--- src/hdl/dispatch_defs.svh ---
`ifndef DISPATCH_DEFS_SVH
`define DISPATCH_DEFS_SVH

// architectural registers
`define DISP_NUM_REGS 32
`define DISP_REG_W 5

// operand, immediate and pc width
`define DISP_DATA_W 32

// reorder-buffer tags
`define DISP_ROB_DEPTH 8
`define DISP_TAG_W 3

// entries per issue buffer
`define DISP_BUF_DEPTH 4

// cycles spent in flush before dispatch resumes
`define DISP_FLUSH_CYCLES 2

`endif

--- src/hdl/dispatch_pkg.sv ---
`include "dispatch_defs.svh"

package dispatch_pkg;

    // instruction class as seen by dispatch
    typedef enum logic [2:0] {
        op_nop    = 3'd0,
        op_alu    = 3'd1,
        op_branch = 3'd2,
        op_load   = 3'd3,
        op_store  = 3'd4
    } op_class_t;

    // source operand, either a value or a pending producer tag
    typedef struct packed {
        logic                     busy;
        logic [`DISP_TAG_W-1:0]   tag;
        logic [`DISP_DATA_W-1:0]  value;
    } operand_t;

    // reservation-station entry
    typedef struct packed {
        op_class_t                op_class;
        operand_t                 src1;
        operand_t                 src2;
        logic [`DISP_DATA_W-1:0]  pc;
        logic [`DISP_DATA_W-1:0]  imm;
        logic [`DISP_TAG_W-1:0]   rob_tag;
    } rs_entry_t;

    // load/store buffer entry, no pc needed here
    typedef struct packed {
        op_class_t                op_class;
        operand_t                 src1;
        operand_t                 src2;
        logic [`DISP_DATA_W-1:0]  imm;
        logic [`DISP_TAG_W-1:0]   rob_tag;
    } lsb_entry_t;

endpackage

--- src/hdl/reg_lookup_if.sv ---
`include "dispatch_defs.svh"

interface reg_lookup_if;

    // source lookup
    logic [`DISP_REG_W-1:0]  rs1;
    logic [`DISP_REG_W-1:0]  rs2;
    dispatch_pkg::operand_t  opnd1;
    dispatch_pkg::operand_t  opnd2;

    // destination rename
    logic                    rename_en;
    logic [`DISP_REG_W-1:0]  rename_rd;
    logic [`DISP_TAG_W-1:0]  rename_tag;

    modport ctrl (
        output rs1, rs2, rename_en, rename_rd, rename_tag,
        input  opnd1, opnd2
    );

    modport status (
        input  rs1, rs2, rename_en, rename_rd, rename_tag,
        output opnd1, opnd2
    );

endinterface

--- src/hdl/reg_status_file.sv ---
`include "dispatch_defs.svh"

module reg_status_file (
    input  logic                     clk,
    input  logic                     rst,
    input  logic                     rdy,
    input  logic                     flush_clear,
    reg_lookup_if.status             lk,
    input  logic                     cdb_valid,
    input  logic [`DISP_TAG_W-1:0]   cdb_tag,
    input  logic [`DISP_DATA_W-1:0]  cdb_value
);

    logic [`DISP_DATA_W-1:0]  value_q [`DISP_NUM_REGS];
    logic [`DISP_TAG_W-1:0]   tag_q [`DISP_NUM_REGS];
    logic [`DISP_NUM_REGS-1:0] busy_q;

    // current view of one register, with cdb bypass
    function automatic dispatch_pkg::operand_t read_operand(
        input logic [`DISP_REG_W-1:0] idx
    );
        dispatch_pkg::operand_t opnd;
        opnd.busy  = busy_q[idx];
        opnd.tag   = tag_q[idx];
        opnd.value = value_q[idx];
        if (idx == '0) begin
            opnd = '0;
        end else if (opnd.busy && cdb_valid && opnd.tag == cdb_tag) begin
            opnd.busy  = 1'b0;
            opnd.value = cdb_value;
        end
        // tag only means something while busy
        if (!opnd.busy) begin
            opnd.tag = '0;
        end
        return opnd;
    endfunction

    always_comb begin
        lk.opnd1 = read_operand(lk.rs1);
        lk.opnd2 = read_operand(lk.rs2);
    end

    always_ff @(posedge clk or posedge rst) begin
        if (rst) begin
            busy_q <= '0;
            for (int i = 0; i < `DISP_NUM_REGS; i++) begin
                value_q[i] <= '0;
                tag_q[i]   <= '0;
            end
        end else if (rdy) begin
            if (flush_clear) begin
                busy_q <= '0;
            end else begin
                for (int i = 0; i < `DISP_NUM_REGS; i++) begin
                    if (cdb_valid && busy_q[i] && tag_q[i] == cdb_tag) begin
                        value_q[i] <= cdb_value;
                        busy_q[i]  <= 1'b0;
                    end
                    // a rename in the same cycle wins over writeback
                    if (lk.rename_en && int'(lk.rename_rd) == i) begin
                        busy_q[i] <= 1'b1;
                        tag_q[i]  <= lk.rename_tag;
                    end
                end
            end
        end
    end

    // x0 must never pick up a producer
    x0_never_busy: assert property (@(posedge clk) disable iff (rst) !busy_q[0]);

endmodule

--- src/hdl/rob_tag_alloc.sv ---
`include "dispatch_defs.svh"

module rob_tag_alloc (
    input  logic                    clk,
    input  logic                    rst,
    input  logic                    rdy,
    input  logic                    flush_clear,
    input  logic                    alloc,
    input  logic                    commit_valid,
    output logic [`DISP_TAG_W-1:0]  alloc_tag,
    output logic                    rob_full,
    output logic                    rob_empty
);

    localparam int cnt_w = $clog2(`DISP_ROB_DEPTH + 1);

    logic [`DISP_TAG_W-1:0] head_q;
    logic [`DISP_TAG_W-1:0] tail_q;
    logic [cnt_w-1:0]       count_q;
    logic                   do_alloc;
    logic                   do_free;

    function automatic logic [`DISP_TAG_W-1:0] next_tag(input logic [`DISP_TAG_W-1:0] t);
        return (int'(t) == `DISP_ROB_DEPTH - 1) ? '0 : t + 1'b1;
    endfunction

    assign alloc_tag = tail_q;
    assign rob_full  = (int'(count_q) == `DISP_ROB_DEPTH);
    assign rob_empty = (count_q == '0);

    assign do_alloc = alloc && !rob_full;
    // commit on an empty allocator is dropped
    assign do_free  = commit_valid && !rob_empty;

    always_ff @(posedge clk or posedge rst) begin
        if (rst) begin
            head_q  <= '0;
            tail_q  <= '0;
            count_q <= '0;
        end else if (rdy) begin
            if (flush_clear) begin
                head_q  <= '0;
                tail_q  <= '0;
                count_q <= '0;
            end else begin
                if (do_alloc) tail_q <= next_tag(tail_q);
                if (do_free) head_q <= next_tag(head_q);
                if (do_alloc && !do_free) count_q <= count_q + 1'b1;
                else if (do_free && !do_alloc) count_q <= count_q - 1'b1;
            end
        end
    end

    no_alloc_when_full: assert property (@(posedge clk) disable iff (rst)
        alloc |-> !rob_full);
    no_commit_when_empty: assert property (@(posedge clk) disable iff (rst)
        (rdy && commit_valid) |-> !rob_empty);
    // oldest tag plus outstanding count lands on the next free tag
    head_tail_consistent: assert property (@(posedge clk) disable iff (rst)
        tail_q == head_q + count_q[`DISP_TAG_W-1:0]);

endmodule

--- src/hdl/dispatch_ctrl.sv ---
`include "dispatch_defs.svh"

module dispatch_ctrl (
    input  logic                     clk,
    input  logic                     rst,
    input  logic                     rdy,
    input  logic                     flush,
    input  logic                     inst_valid,
    input  dispatch_pkg::op_class_t  inst_class,
    input  logic [`DISP_REG_W-1:0]   inst_rd,
    input  logic [`DISP_REG_W-1:0]   inst_rs1,
    input  logic [`DISP_REG_W-1:0]   inst_rs2,
    input  logic [`DISP_DATA_W-1:0]  inst_imm,
    input  logic [`DISP_DATA_W-1:0]  inst_pc,
    output logic                     inst_ready,
    reg_lookup_if.ctrl               lk,
    output logic                     alloc,
    input  logic [`DISP_TAG_W-1:0]   alloc_tag,
    input  logic                     rob_full,
    output logic                     rs_push,
    output dispatch_pkg::rs_entry_t  rs_push_entry,
    input  logic                     rs_full,
    output logic                     lsb_push,
    output dispatch_pkg::lsb_entry_t lsb_push_entry,
    input  logic                     lsb_full,
    output logic                     flush_clear
);

    localparam int cnt_w = $clog2(`DISP_FLUSH_CYCLES + 1);

    typedef enum logic {st_run, st_flush} state_t;

    state_t           state_q;
    logic [cnt_w-1:0] flush_cnt_q;
    logic             to_rs;
    logic             to_lsb;
    logic             has_space;
    logic             xfer;

    assign to_rs  = (inst_class == dispatch_pkg::op_alu) ||
                    (inst_class == dispatch_pkg::op_branch);
    assign to_lsb = (inst_class == dispatch_pkg::op_load) ||
                    (inst_class == dispatch_pkg::op_store);

    // nop needs nothing, everything else needs a slot and a tag
    assign has_space = to_rs  ? (!rs_full && !rob_full)  :
                       to_lsb ? (!lsb_full && !rob_full) :
                       (inst_class == dispatch_pkg::op_nop);

    assign inst_ready = (state_q == st_run) && !flush && has_space;
    assign xfer       = inst_valid && inst_ready && rdy;

    assign alloc    = xfer && (to_rs || to_lsb);
    assign rs_push  = xfer && to_rs;
    assign lsb_push = xfer && to_lsb;

    assign flush_clear = flush;

    assign lk.rs1        = inst_rs1;
    assign lk.rs2        = inst_rs2;
    assign lk.rename_en  = alloc && (inst_rd != '0);
    assign lk.rename_rd  = inst_rd;
    assign lk.rename_tag = alloc_tag;

    always_comb begin
        rs_push_entry.op_class = inst_class;
        rs_push_entry.src1     = lk.opnd1;
        rs_push_entry.src2     = lk.opnd2;
        rs_push_entry.pc       = inst_pc;
        rs_push_entry.imm      = inst_imm;
        rs_push_entry.rob_tag  = alloc_tag;

        lsb_push_entry.op_class = inst_class;
        lsb_push_entry.src1     = lk.opnd1;
        lsb_push_entry.src2     = lk.opnd2;
        lsb_push_entry.imm      = inst_imm;
        lsb_push_entry.rob_tag  = alloc_tag;
    end

    // reset lands in flush with an expired counter, so run follows next cycle
    always_ff @(posedge clk or posedge rst) begin
        if (rst) begin
            state_q     <= st_flush;
            flush_cnt_q <= '0;
        end else if (rdy) begin
            if (flush) begin
                state_q     <= st_flush;
                flush_cnt_q <= cnt_w'(`DISP_FLUSH_CYCLES - 1);
            end else if (state_q == st_flush) begin
                if (flush_cnt_q == '0) state_q <= st_run;
                else flush_cnt_q <= flush_cnt_q - 1'b1;
            end
        end
    end

    // an unknown class would never see inst_ready
    known_class: assert property (@(posedge clk) disable iff (rst)
        (rdy && inst_valid) |-> (to_rs || to_lsb || inst_class == dispatch_pkg::op_nop));

endmodule

--- src/hdl/issue_buffer.sv ---
`include "dispatch_defs.svh"

module issue_buffer #(
    parameter type entry_t = dispatch_pkg::rs_entry_t,
    parameter int  DEPTH   = `DISP_BUF_DEPTH
) (
    input  logic   clk,
    input  logic   rst,
    input  logic   rdy,
    input  logic   flush_clear,
    input  logic   push,
    input  entry_t push_entry,
    output logic   full,
    input  logic   pop,
    output logic   valid,
    output entry_t head_entry
);

    localparam int ptr_w = (DEPTH > 1) ? $clog2(DEPTH) : 1;
    localparam int cnt_w = $clog2(DEPTH + 1);

    entry_t           mem [DEPTH];
    logic [ptr_w-1:0] rd_ptr_q;
    logic [ptr_w-1:0] wr_ptr_q;
    logic [cnt_w-1:0] count_q;
    logic             do_push;
    logic             do_pop;

    function automatic logic [ptr_w-1:0] next_ptr(input logic [ptr_w-1:0] p);
        return (int'(p) == DEPTH - 1) ? '0 : p + 1'b1;
    endfunction

    assign full  = (int'(count_q) == DEPTH);
    assign valid = (count_q != '0);

    // show-ahead: head is always on the output
    assign head_entry = mem[rd_ptr_q];

    assign do_push = rdy && !flush_clear && push && !full;
    assign do_pop  = rdy && !flush_clear && pop && valid;

    always_ff @(posedge clk) begin
        if (do_push) mem[wr_ptr_q] <= push_entry;
    end

    always_ff @(posedge clk or posedge rst) begin
        if (rst) begin
            rd_ptr_q <= '0;
            wr_ptr_q <= '0;
            count_q  <= '0;
        end else if (rdy) begin
            if (flush_clear) begin
                rd_ptr_q <= '0;
                wr_ptr_q <= '0;
                count_q  <= '0;
            end else begin
                if (do_push) wr_ptr_q <= next_ptr(wr_ptr_q);
                if (do_pop) rd_ptr_q <= next_ptr(rd_ptr_q);
                if (do_push && !do_pop) count_q <= count_q + 1'b1;
                else if (do_pop && !do_push) count_q <= count_q - 1'b1;
            end
        end
    end

    // controller must hold back on a full buffer
    no_push_when_full: assert property (@(posedge clk) disable iff (rst)
        (rdy && push) |-> !full);

endmodule

--- src/hdl/dispatch_top.sv ---
`include "dispatch_defs.svh"

module dispatch_top (
    input  logic                      clk,
    input  logic                      rst,
    input  logic                      rdy,
    input  logic                      inst_valid,
    input  dispatch_pkg::op_class_t   inst_class,
    input  logic [`DISP_REG_W-1:0]    inst_rd,
    input  logic [`DISP_REG_W-1:0]    inst_rs1,
    input  logic [`DISP_REG_W-1:0]    inst_rs2,
    input  logic [`DISP_DATA_W-1:0]   inst_imm,
    input  logic [`DISP_DATA_W-1:0]   inst_pc,
    output logic                      inst_ready,
    input  logic                      cdb_valid,
    input  logic [`DISP_TAG_W-1:0]    cdb_tag,
    input  logic [`DISP_DATA_W-1:0]   cdb_value,
    input  logic                      commit_valid,
    input  logic                      flush,
    input  logic                      rs_pop,
    output logic                      rs_valid,
    output dispatch_pkg::rs_entry_t   rs_entry,
    input  logic                      lsb_pop,
    output logic                      lsb_valid,
    output dispatch_pkg::lsb_entry_t  lsb_entry
);

    reg_lookup_if lk ();

    logic                     alloc;
    logic [`DISP_TAG_W-1:0]   alloc_tag;
    logic                     rob_full;
    logic                     flush_clear;
    logic                     rs_push;
    logic                     rs_full;
    logic                     lsb_push;
    logic                     lsb_full;
    dispatch_pkg::rs_entry_t  rs_push_entry;
    dispatch_pkg::lsb_entry_t lsb_push_entry;

    dispatch_ctrl i_ctrl (
        .clk            (clk),
        .rst            (rst),
        .rdy            (rdy),
        .flush          (flush),
        .inst_valid     (inst_valid),
        .inst_class     (inst_class),
        .inst_rd        (inst_rd),
        .inst_rs1       (inst_rs1),
        .inst_rs2       (inst_rs2),
        .inst_imm       (inst_imm),
        .inst_pc        (inst_pc),
        .inst_ready     (inst_ready),
        .lk             (lk.ctrl),
        .alloc          (alloc),
        .alloc_tag      (alloc_tag),
        .rob_full       (rob_full),
        .rs_push        (rs_push),
        .rs_push_entry  (rs_push_entry),
        .rs_full        (rs_full),
        .lsb_push       (lsb_push),
        .lsb_push_entry (lsb_push_entry),
        .lsb_full       (lsb_full),
        .flush_clear    (flush_clear)
    );

    reg_status_file i_regs (
        .clk         (clk),
        .rst         (rst),
        .rdy         (rdy),
        .flush_clear (flush_clear),
        .lk          (lk.status),
        .cdb_valid   (cdb_valid),
        .cdb_tag     (cdb_tag),
        .cdb_value   (cdb_value)
    );

    // empty flag is only needed inside the allocator
    rob_tag_alloc i_tags (
        .clk          (clk),
        .rst          (rst),
        .rdy          (rdy),
        .flush_clear  (flush_clear),
        .alloc        (alloc),
        .commit_valid (commit_valid),
        .alloc_tag    (alloc_tag),
        .rob_full     (rob_full),
        .rob_empty    ()
    );

    issue_buffer #(
        .entry_t (dispatch_pkg::rs_entry_t),
        .DEPTH   (`DISP_BUF_DEPTH)
    ) i_rs_buf (
        .clk         (clk),
        .rst         (rst),
        .rdy         (rdy),
        .flush_clear (flush_clear),
        .push        (rs_push),
        .push_entry  (rs_push_entry),
        .full        (rs_full),
        .pop         (rs_pop),
        .valid       (rs_valid),
        .head_entry  (rs_entry)
    );

    issue_buffer #(
        .entry_t (dispatch_pkg::lsb_entry_t),
        .DEPTH   (`DISP_BUF_DEPTH)
    ) i_lsb_buf (
        .clk         (clk),
        .rst         (rst),
        .rdy         (rdy),
        .flush_clear (flush_clear),
        .push        (lsb_push),
        .push_entry  (lsb_push_entry),
        .full        (lsb_full),
        .pop         (lsb_pop),
        .valid       (lsb_valid),
        .head_entry  (lsb_entry)
    );

endmodule

--- config.mk ---
export PLATFORM = sky130hd
export DESIGN_NAME = dispatch_top
export DESIGN_NICKNAME = d
export VERILOG_FILES = /design/src/hdl/dispatch_pkg.sv /design/src/hdl/reg_lookup_if.sv /design/src/hdl/reg_status_file.sv /design/src/hdl/rob_tag_alloc.sv /design/src/hdl/dispatch_ctrl.sv /design/src/hdl/issue_buffer.sv /design/src/hdl/dispatch_top.sv
export VERILOG_INCLUDE_DIRS = /design/src /design/src/hdl
export SDC_FILE = /design/constraint.sdc
export NUM_CORES = 2
export LEC_CHECK = 0
export ABC_CLOCK_PERIOD_IN_PS = 77900
export BUFFER_PORTS_ARGS = -buffer_cell sky130_fd_sc_hd__buf_2
export CAP_MARGIN = 30
export CORE_UTILIZATION = 45
export DETAILED_ROUTE_END_ITERATION = 8
export PLACE_DENSITY_LB_ADDON = 0.3
export SLEW_MARGIN = 20
export SYNTH_ARGS = -nofsm -noshare
export SYNTH_HDL_FRONTEND = slang
export SYNTH_SLANG_ARGS = --single-unit
--- constraint.sdc ---
create_clock -name clk -period 77.9 [get_ports clk]
set_input_delay 7.79 -clock clk [delete_from_list [all_inputs] [get_ports clk]]
set_output_delay 7.79 -clock clk [all_outputs]
set_load 0.05 [all_outputs]
# Yosys cells after proc, flatten, opt, wreduce, memory -nomap -nowiden
# Memory sizes are Yosys's and may differ from the RTL's.
# Index checks and enable logic that the tools add are counted.
[word_totals]
ff_bits = 1176
ram_bits = 1008
inputBits = 126
output_inout_bits = 255
mem_count = 2
[op_classes]
n_addsub = 12
order_cmp = 4
n_eq_ne = 78
muxes = 129
bitwise = 4
n_reduce_logical = 296
[memory_table]
columns = ["memory", "depth", "word_bits", "read_ports", "rd_ports_with_merged_regs", "write_ports", "line_no", "text"]
rows = [
  ["i_rs_buf.mem", 4, 142, 1, 0, 1, "issue_buffer.sv:22", "entry_t mem [DEPTH];"],
  ["i_lsb_buf.mem", 4, 110, 1, 0, 1, "issue_buffer.sv:22", ""],
]
[ops]
columns = ["operator", "n"]
rows = [
  ["32-bit binary-select mux with 5-bit select", 2],
  ["32-bit two-way mux", 9],
  ["3-bit AND reduction", 65],
  ["1-bit logical AND", 127],
  ["3-bit nonzero test", 37],
  ["3-bit equality test", 34],
  ["5-bit equality test (second input constant)", 16],
  ["2-bit AND reduction", 40],
  ["1-bit two-way mux", 79],
  ["3-bit two-way mux", 17],
  ["5-bit by 4-bit equality test with 1-bit output (second input constant)", 8],
  ["3-bit binary-select mux with 5-bit select", 2],
  ["2-bit two-way mux", 15],
  ["5-bit by 3-bit equality test with 1-bit output (second input constant)", 4],
  ["5-bit logical NOT", 3],
  ["6-bit >= comparator (second input constant)", 2],
  ["5-bit by 6-bit less-than comparator with 1-bit output (second input constant)", 2],
  ["4-bit two-way mux", 3],
  ["5-bit NOT with 6-bit output", 2],
  ["2-bit nonzero test", 6],
  ["1-bit logical NOT", 11],
  ["1-bit binary-select mux with 5-bit select", 2],
  ["5-bit by 2-bit equality test with 1-bit output (second input constant)", 2],
  ["3-bit by 1-bit adder with 3-bit output (second input constant)", 3],
  ["18 further kinds", 32],
]

# Logic depth before layout (Yosys ltp)
[logic_depth]
word_depth = 16
mapped_depth = 13
mapped_depth_nobuf = 12

# Modules after synthesis
# From an unflattened synthesis, not the netlist that was laid out.
[unflattened]
hier_cells = 5880
area_unflattened_um2 = 103810.8
[modules_own_cells]
columns = ["module", "instances", "cells_each", "area_each_um2", "seq_area_each_um2"]
rows = [
  ["reg_status_file", 1, 4076, 63500.9, 28827.6],
  ["issue_buffer (i_rs_buf)", 1, 801, 21000.1, 17231.5],
  ["issue_buffer (i_lsb_buf)", 1, 634, 16400.7, 13387.8],
  ["dispatch_ctrl", 1, 311, 2374.8, 76.3],
  ["rob_tag_alloc", 1, 58, 534.3, 175.2],
]

# Least setup slack after synthesis
# OpenSTA, ideal clock, no wires.
[synth_path]
path_type = "input port to output port"
from = "input port inst_class[1]"
to = "output port inst_ready"
arrival_time_ns = 9.557
setup_slack_ns = 60.553
path_stages = 3
cell_sequence = "or3_1 -> and3_1 -> a211oi_1"
[synth_via]
elab_chain_len = 5
word_cells_on_any_way = 10
classes_between = "eq/ne (4); mux (2); reduce/logical (4)"
[synth_lines]
columns = ["element", "line_no", "text"]
rows = [
  ["start, declared", "dispatch_top.sv:8", "input dispatch_pkg::op_class_t inst_class,"],
  ["3-bit by 2-bit equality test with 1-bit output / 3-bit equality test (equally long branches)", "dispatch_ctrl.sv:42, dispatch_ctrl.sv:43", ""],
  ["1-bit logical OR", "dispatch_ctrl.sv:42", "assign to_lsb = (inst_class == dispatch_pkg::op_load) ||"],
  ["1-bit two-way mux", "dispatch_ctrl.sv:47", "to_lsb ? (!lsb_full && !rob_full) :"],
  ["1-bit two-way mux (*)", "dispatch_ctrl.sv:46", "assign has_space = to_rs ? (!rs_full && !rob_full) :"],
  ["1-bit logical AND (*)", "dispatch_ctrl.sv:50", "assign inst_ready = (state_q == st_run) && !flush && has_space;"],
  ["end, declared", "dispatch_top.sv:14", "output logic inst_ready,"],
]
# Mark *: on every way between the ends. The rest lies on a longest branch, timed or not.

# Worst setup path in the final report
[layout_path]
from = "input port flush"
to = "output port inst_ready"
[layout_via]
elab_chain_len = 3
[layout_lines]
columns = ["element", "line_no", "text"]
rows = [
  ["start, declared", "dispatch_top.sv:19", "input logic flush,"],
  ["1-bit logical NOT", "dispatch_ctrl.sv:50", ""],
  ["1-bit logical AND (2 in a row)", "dispatch_ctrl.sv:50", ""],
]
# No other way between the ends.

==> summary.md <==
| Metric | Value |
|---|---|
| Synth Net Count | between 5,000 and 6,000 |
| Dpl hpwl | approximately 160,000 um |
| Initial Utilization | roughly 45% |
| Die Span Y | 477 um |
| Headroom to the max-slew limit | between 30% and 40% |
| Vias | roughly 57,000 |
| Drt total wl | approximately 280,000 um |
| Critical path endpoint category | output port |
| Layout cell share with drive strength beyond 1 | approximately half |
| Main synth FF type | dfrtp_1 |
| Hold Vio Cnt, Final | 0 |
| Status | finished, final reports clean |
| Io pins | roughly 380 |
| Setup repair bufs after CTS | 0 |
| Total power per unit cell area | 25.5 nW/um2 |
| Detailed Routing Iterations Pass 1 | 5 |
| Critical path class | in -> out |
| Dpl cells | slightly below 9,000 |
| Register area share after synthesis | between 50% and 60% |
| Total CTS buffers | 214 |
| HP Start | i_regs.tag_q[95] |
| Die Area | approximately 230,000 um2 |
| Hold_buf cts | 0 |
| Fin area | approximately 110,000 um2 |
| First-pass GRT wire length | between 400,000 and 500,000 um |
| Clock root cell | clkbuf_16 |
| Synthesized flop and latch total | ~2,200 |
| CTS resizes | 0 |
| Hold depth | 0 |
| Post-route clock period utilization | between 20% and 30% |
| Worst-Margin Slew | about 1.0 ns |
| Worst VDD drop | between 20 and 30 uV |
| Fmax | 58.8 MHz |
| Slowest cell on crit path | buf_4 |
| Gr ovfl total | 0 |
| Seq pwr share | a little over two fifths |
| Ys async rst share | a little over half |
| DRT antenna net count | 0 |
| Final TNS setup | 0 ns |
| Family with the most delay on the worst path | buffers and inverters |
| Post-synth EDFFs | between 1,000 and 1,500 |
| Vias/cell | about 6.3 |
| Synth unique cells | 66 |
| Vias in the first global route | 58,705 |
| Port bufs | 380 |
| Die X | between 400 and 500 um |
| Power share of the combinational group | 20.8% |
| Worst R2R End | i_lsb_buf.mem[3][58] |
| Clk sinks | 2,184 |
| CTS max path bufs | 3 |
| Hold Path Class | reg -> reg |
| Mapped Area | between 100,000 and 150,000 um2 |
| Worst-path cell chain | buf_2 -> buf_4 -> nor2_1 -> o311ai_0 -> a211oi_1 -> buf_2 |
| Worst Hold End | i_regs.tag_q[95] |
| Global placer's final weighted congestion | approximately 0.85 |
| Reg2reg path depth | 8 |
| Max Cap Viol | 0 |
| Core area | roughly 220,000 um2 |
| RSZ-0062 raised after global routing | no |
| Final Critical Period | about 17 ns |
| Required @ worst endpoint | approximately 70 ns |
| NumNets Final | between 6,000 and 7,000 |
| Crit-path max FO | around 50 |
| Routed length per instance | 31.2 um |
| Critical path buffers and inverters | 3 |
| Clk Latency, worst-skew pair | around 0.89 ns |
| Clock network power share | a little under two fifths |
| Non-Filler Instances | about 9,100 |
| DR iter-0 viols | approximately 5,500 |
| Ys Warns | 0 |
| RR Startpoint | i_regs.tag_q[72] |
| Fillers | around 18,000 |
| Leak pwr | between 40 and 50 nW |
| CTS tree | built |
| Core Rows | about 170 |
| Skew final | between 0.04 and 0.05 ns |
| Sw power | roughly 900 uW |
| Reg clk slew, reported paths | 0.06 ns |
| H-tree levels | 4 |
| Internal power | 2.00 mW |
| Area growth from synthesis to layout | 12.5% |
| GR Util All Layers | between 20% and 30% |
| Placed cell area | roughly 110,000 um2 |
| Slew Limit Fails | 0 |
| Max incr delay on CP | roughly 0.33 ns |
| Syn_area_per_cell | between 15 and 20 um2 |
| Final setup viols | 0 |
| DRC viols | 0 |
| Switch share | between 30% and 40% |
| R2r setup slk | about 73 ns |
| Worst path most repeated cell | buf_2 |
| Synth Instances | about 5,700 |
| Type of origin of the critical path | input pin |
| Largest net degree at the start of global routing | 169 |
| Arrival time at the worst endpoint | 9.23 ns |
| Initial antenna violation count | 28 |
worst max-delay path by stage:
| stage | from | end | slack [ns] | cells after the start |
|---|---|---|---|---|
| 2_1_floorplan | rst | i_ctrl.flush_cnt_q[0] | 36.99 | 1 |
| 3_3_place_gp | flush | inst_ready | 60.80 | 6 |
| 3_5_place_dp | flush | inst_ready | 60.90 | 6 |
| 4_1_cts | flush | inst_ready | 60.90 | 6 |
| 5_1_grt | flush | inst_ready | 60.77 | 6 |
| 6_report | flush | inst_ready | 60.88 | 6 |
cells in the final DEF, fill, tap and decap left out, types with 18 or more instances in the layout:
cell type  count
clkbuf_1      45
clkinv_2      39
mux2_2      1121
xnor2_1       35
a21o_1        18
clkbuf_16    215
nand3_1       41
clkbuf_8      26
or2_2         35
nor3_1        67
buf_4        125
clkinv_1      22
o21ai_0       44
nor2_1        44
dfrtp_1     1169
buf_2        382
xor2_1        67
edfxtp_1    1008
o211ai_1      36
mux2i_1       68
a31oi_1       35
nand2_2       32
nor4_1        33
nand2_1      199
bufinv_16     23
inv_1         25
mux4_2       947
metrics by stage:
stage	util (%)	hold slack [ns]	worst slack [ns]	power, mW
after floorplan	-	0.451	36.99	1.69
after global placement	47.7	0.427	60.80	1.86
after detailed placement	47.8	0.444	60.90	1.86
after CTS	51.0	0.452	60.90	2.93
after global routing	51.2	0.463	60.77	3.00
final	51.2	0.455	60.88	2.91
layer usage:
layer | global-route usage [%] | vias up | share of wire, %
met4 | 8.10 | 24 | 3.3
met5 | 0 | - | 0.047
li1 | - | 23169 | -
met3 | 5.36 | 591 | 8.4
met2 | 39.9 | 2469 | 48
met1 | 34.1 | 31210 | 40
worst register-to-register path, stage by stage (launching register included):
cell and delay, ns:
dfrtp_1 0.45, mux4_2 0.53, mux4_2 0.46, mux2i_1 0.77
xor2_1 0.20, nand2_1 0.13, nor3_4 0.16, buf_4 0.61
mux2i_1 0.89
state kept, by name, indices dropped and copies added, names as in the netlist, 3 cells and up:
signal,flops
i_lsb_buf.count_q,3
i_lsb_buf.mem,440
i_regs.busy_q,32
i_regs.tag_q,96
i_regs.value_q,1024
i_rs_buf.count_q,3
i_rs_buf.mem,568
i_tags.alloc_tag,3
i_tags.count_q,4
power by group through the flow:
| stage | combinational [mW] | clock (mW) | sequential, mW |
|---|---|---|---|
| after CTS | 0.608 | 1.09 | 1.23 |
| final | 0.606 | 1.07 | 1.23 |
| after floorplan | 0.452 | 0 | 1.24 |
| after global routing | 0.630 | 1.13 | 1.24 |
| after detailed placement | 0.607 | 0 | 1.26 |
| after global placement | 0.603 | 0 | 1.26 |
kinds of logic (layout without fill, tap and decap cells):
group	count (synthesis)	in the layout	synth area share, %
AOI/OAI and AO/OA	195	195	1.30
other	0	12	0
and+or+nand+nor	516	516	2.40
xor gates and xnor gates	106	106	0.915
DFF	2184	2184	58.8
adders and majority gates	17	17	0.232
muxes	2138	2138	34.2
buffers and inverters	538	963	2.17
area by class of cell:
type,count,area [um2],area share [%]
sequential,2184,59700,52.3
multi-input combinational,2972,39800,34.9
clock buffer,289,5930,5.19
tap,2975,3720,3.26
timing repair buffer,538,3490,3.06
clock inverter,107,1370,1.20
inverter,29,121,0.106
antenna,12,30.0,0.0263
synth_stat cells, types with 3 or more instances:
cell,n,area share [%]
inv_1,28,0.10
buf_4,8,0.059
or2_2,35,0.22
nor2b_1,11,0.068
o31ai_1,6,0.044
and3_1,13,0.080
nand3b_1,3,0.022
mux2i_1,68,0.67
buf_6,4,0.044
mux2_2,1121,12
xnor2_1,37,0.32
nand2b_1,5,0.031
a22oi_1,3,0.022
and2_1,10,0.062
nor4_1,33,0.20
fa_1,3,0.059
o211ai_1,36,0.27
a221oi_1,6,0.052
nor3b_1,4,0.030
nor2_1,44,0.16
xor2_1,69,0.60
and3b_1,3,0.026
a22o_1,6,0.052
a211oi_1,4,0.030
buf_2,75,0.37
nand4_1,3,0.018
dfrtp_1,1175,29
edfxtp_1,1008,30
a21oi_1,9,0.044
buf_1,152,0.56
mux4_2,947,21
clkbuf_1,267,0.99
a31oi_1,35,0.22
nand2_1,232,0.86
a21o_1,18,0.13
o22ai_1,10,0.062
nand3_1,41,0.20
o21ai_0,44,0.22
ha_1,14,0.17
nor3_1,72,0.36
buf_8,3,0.044
No activity file was read; power rests on OpenSTA's default activity.
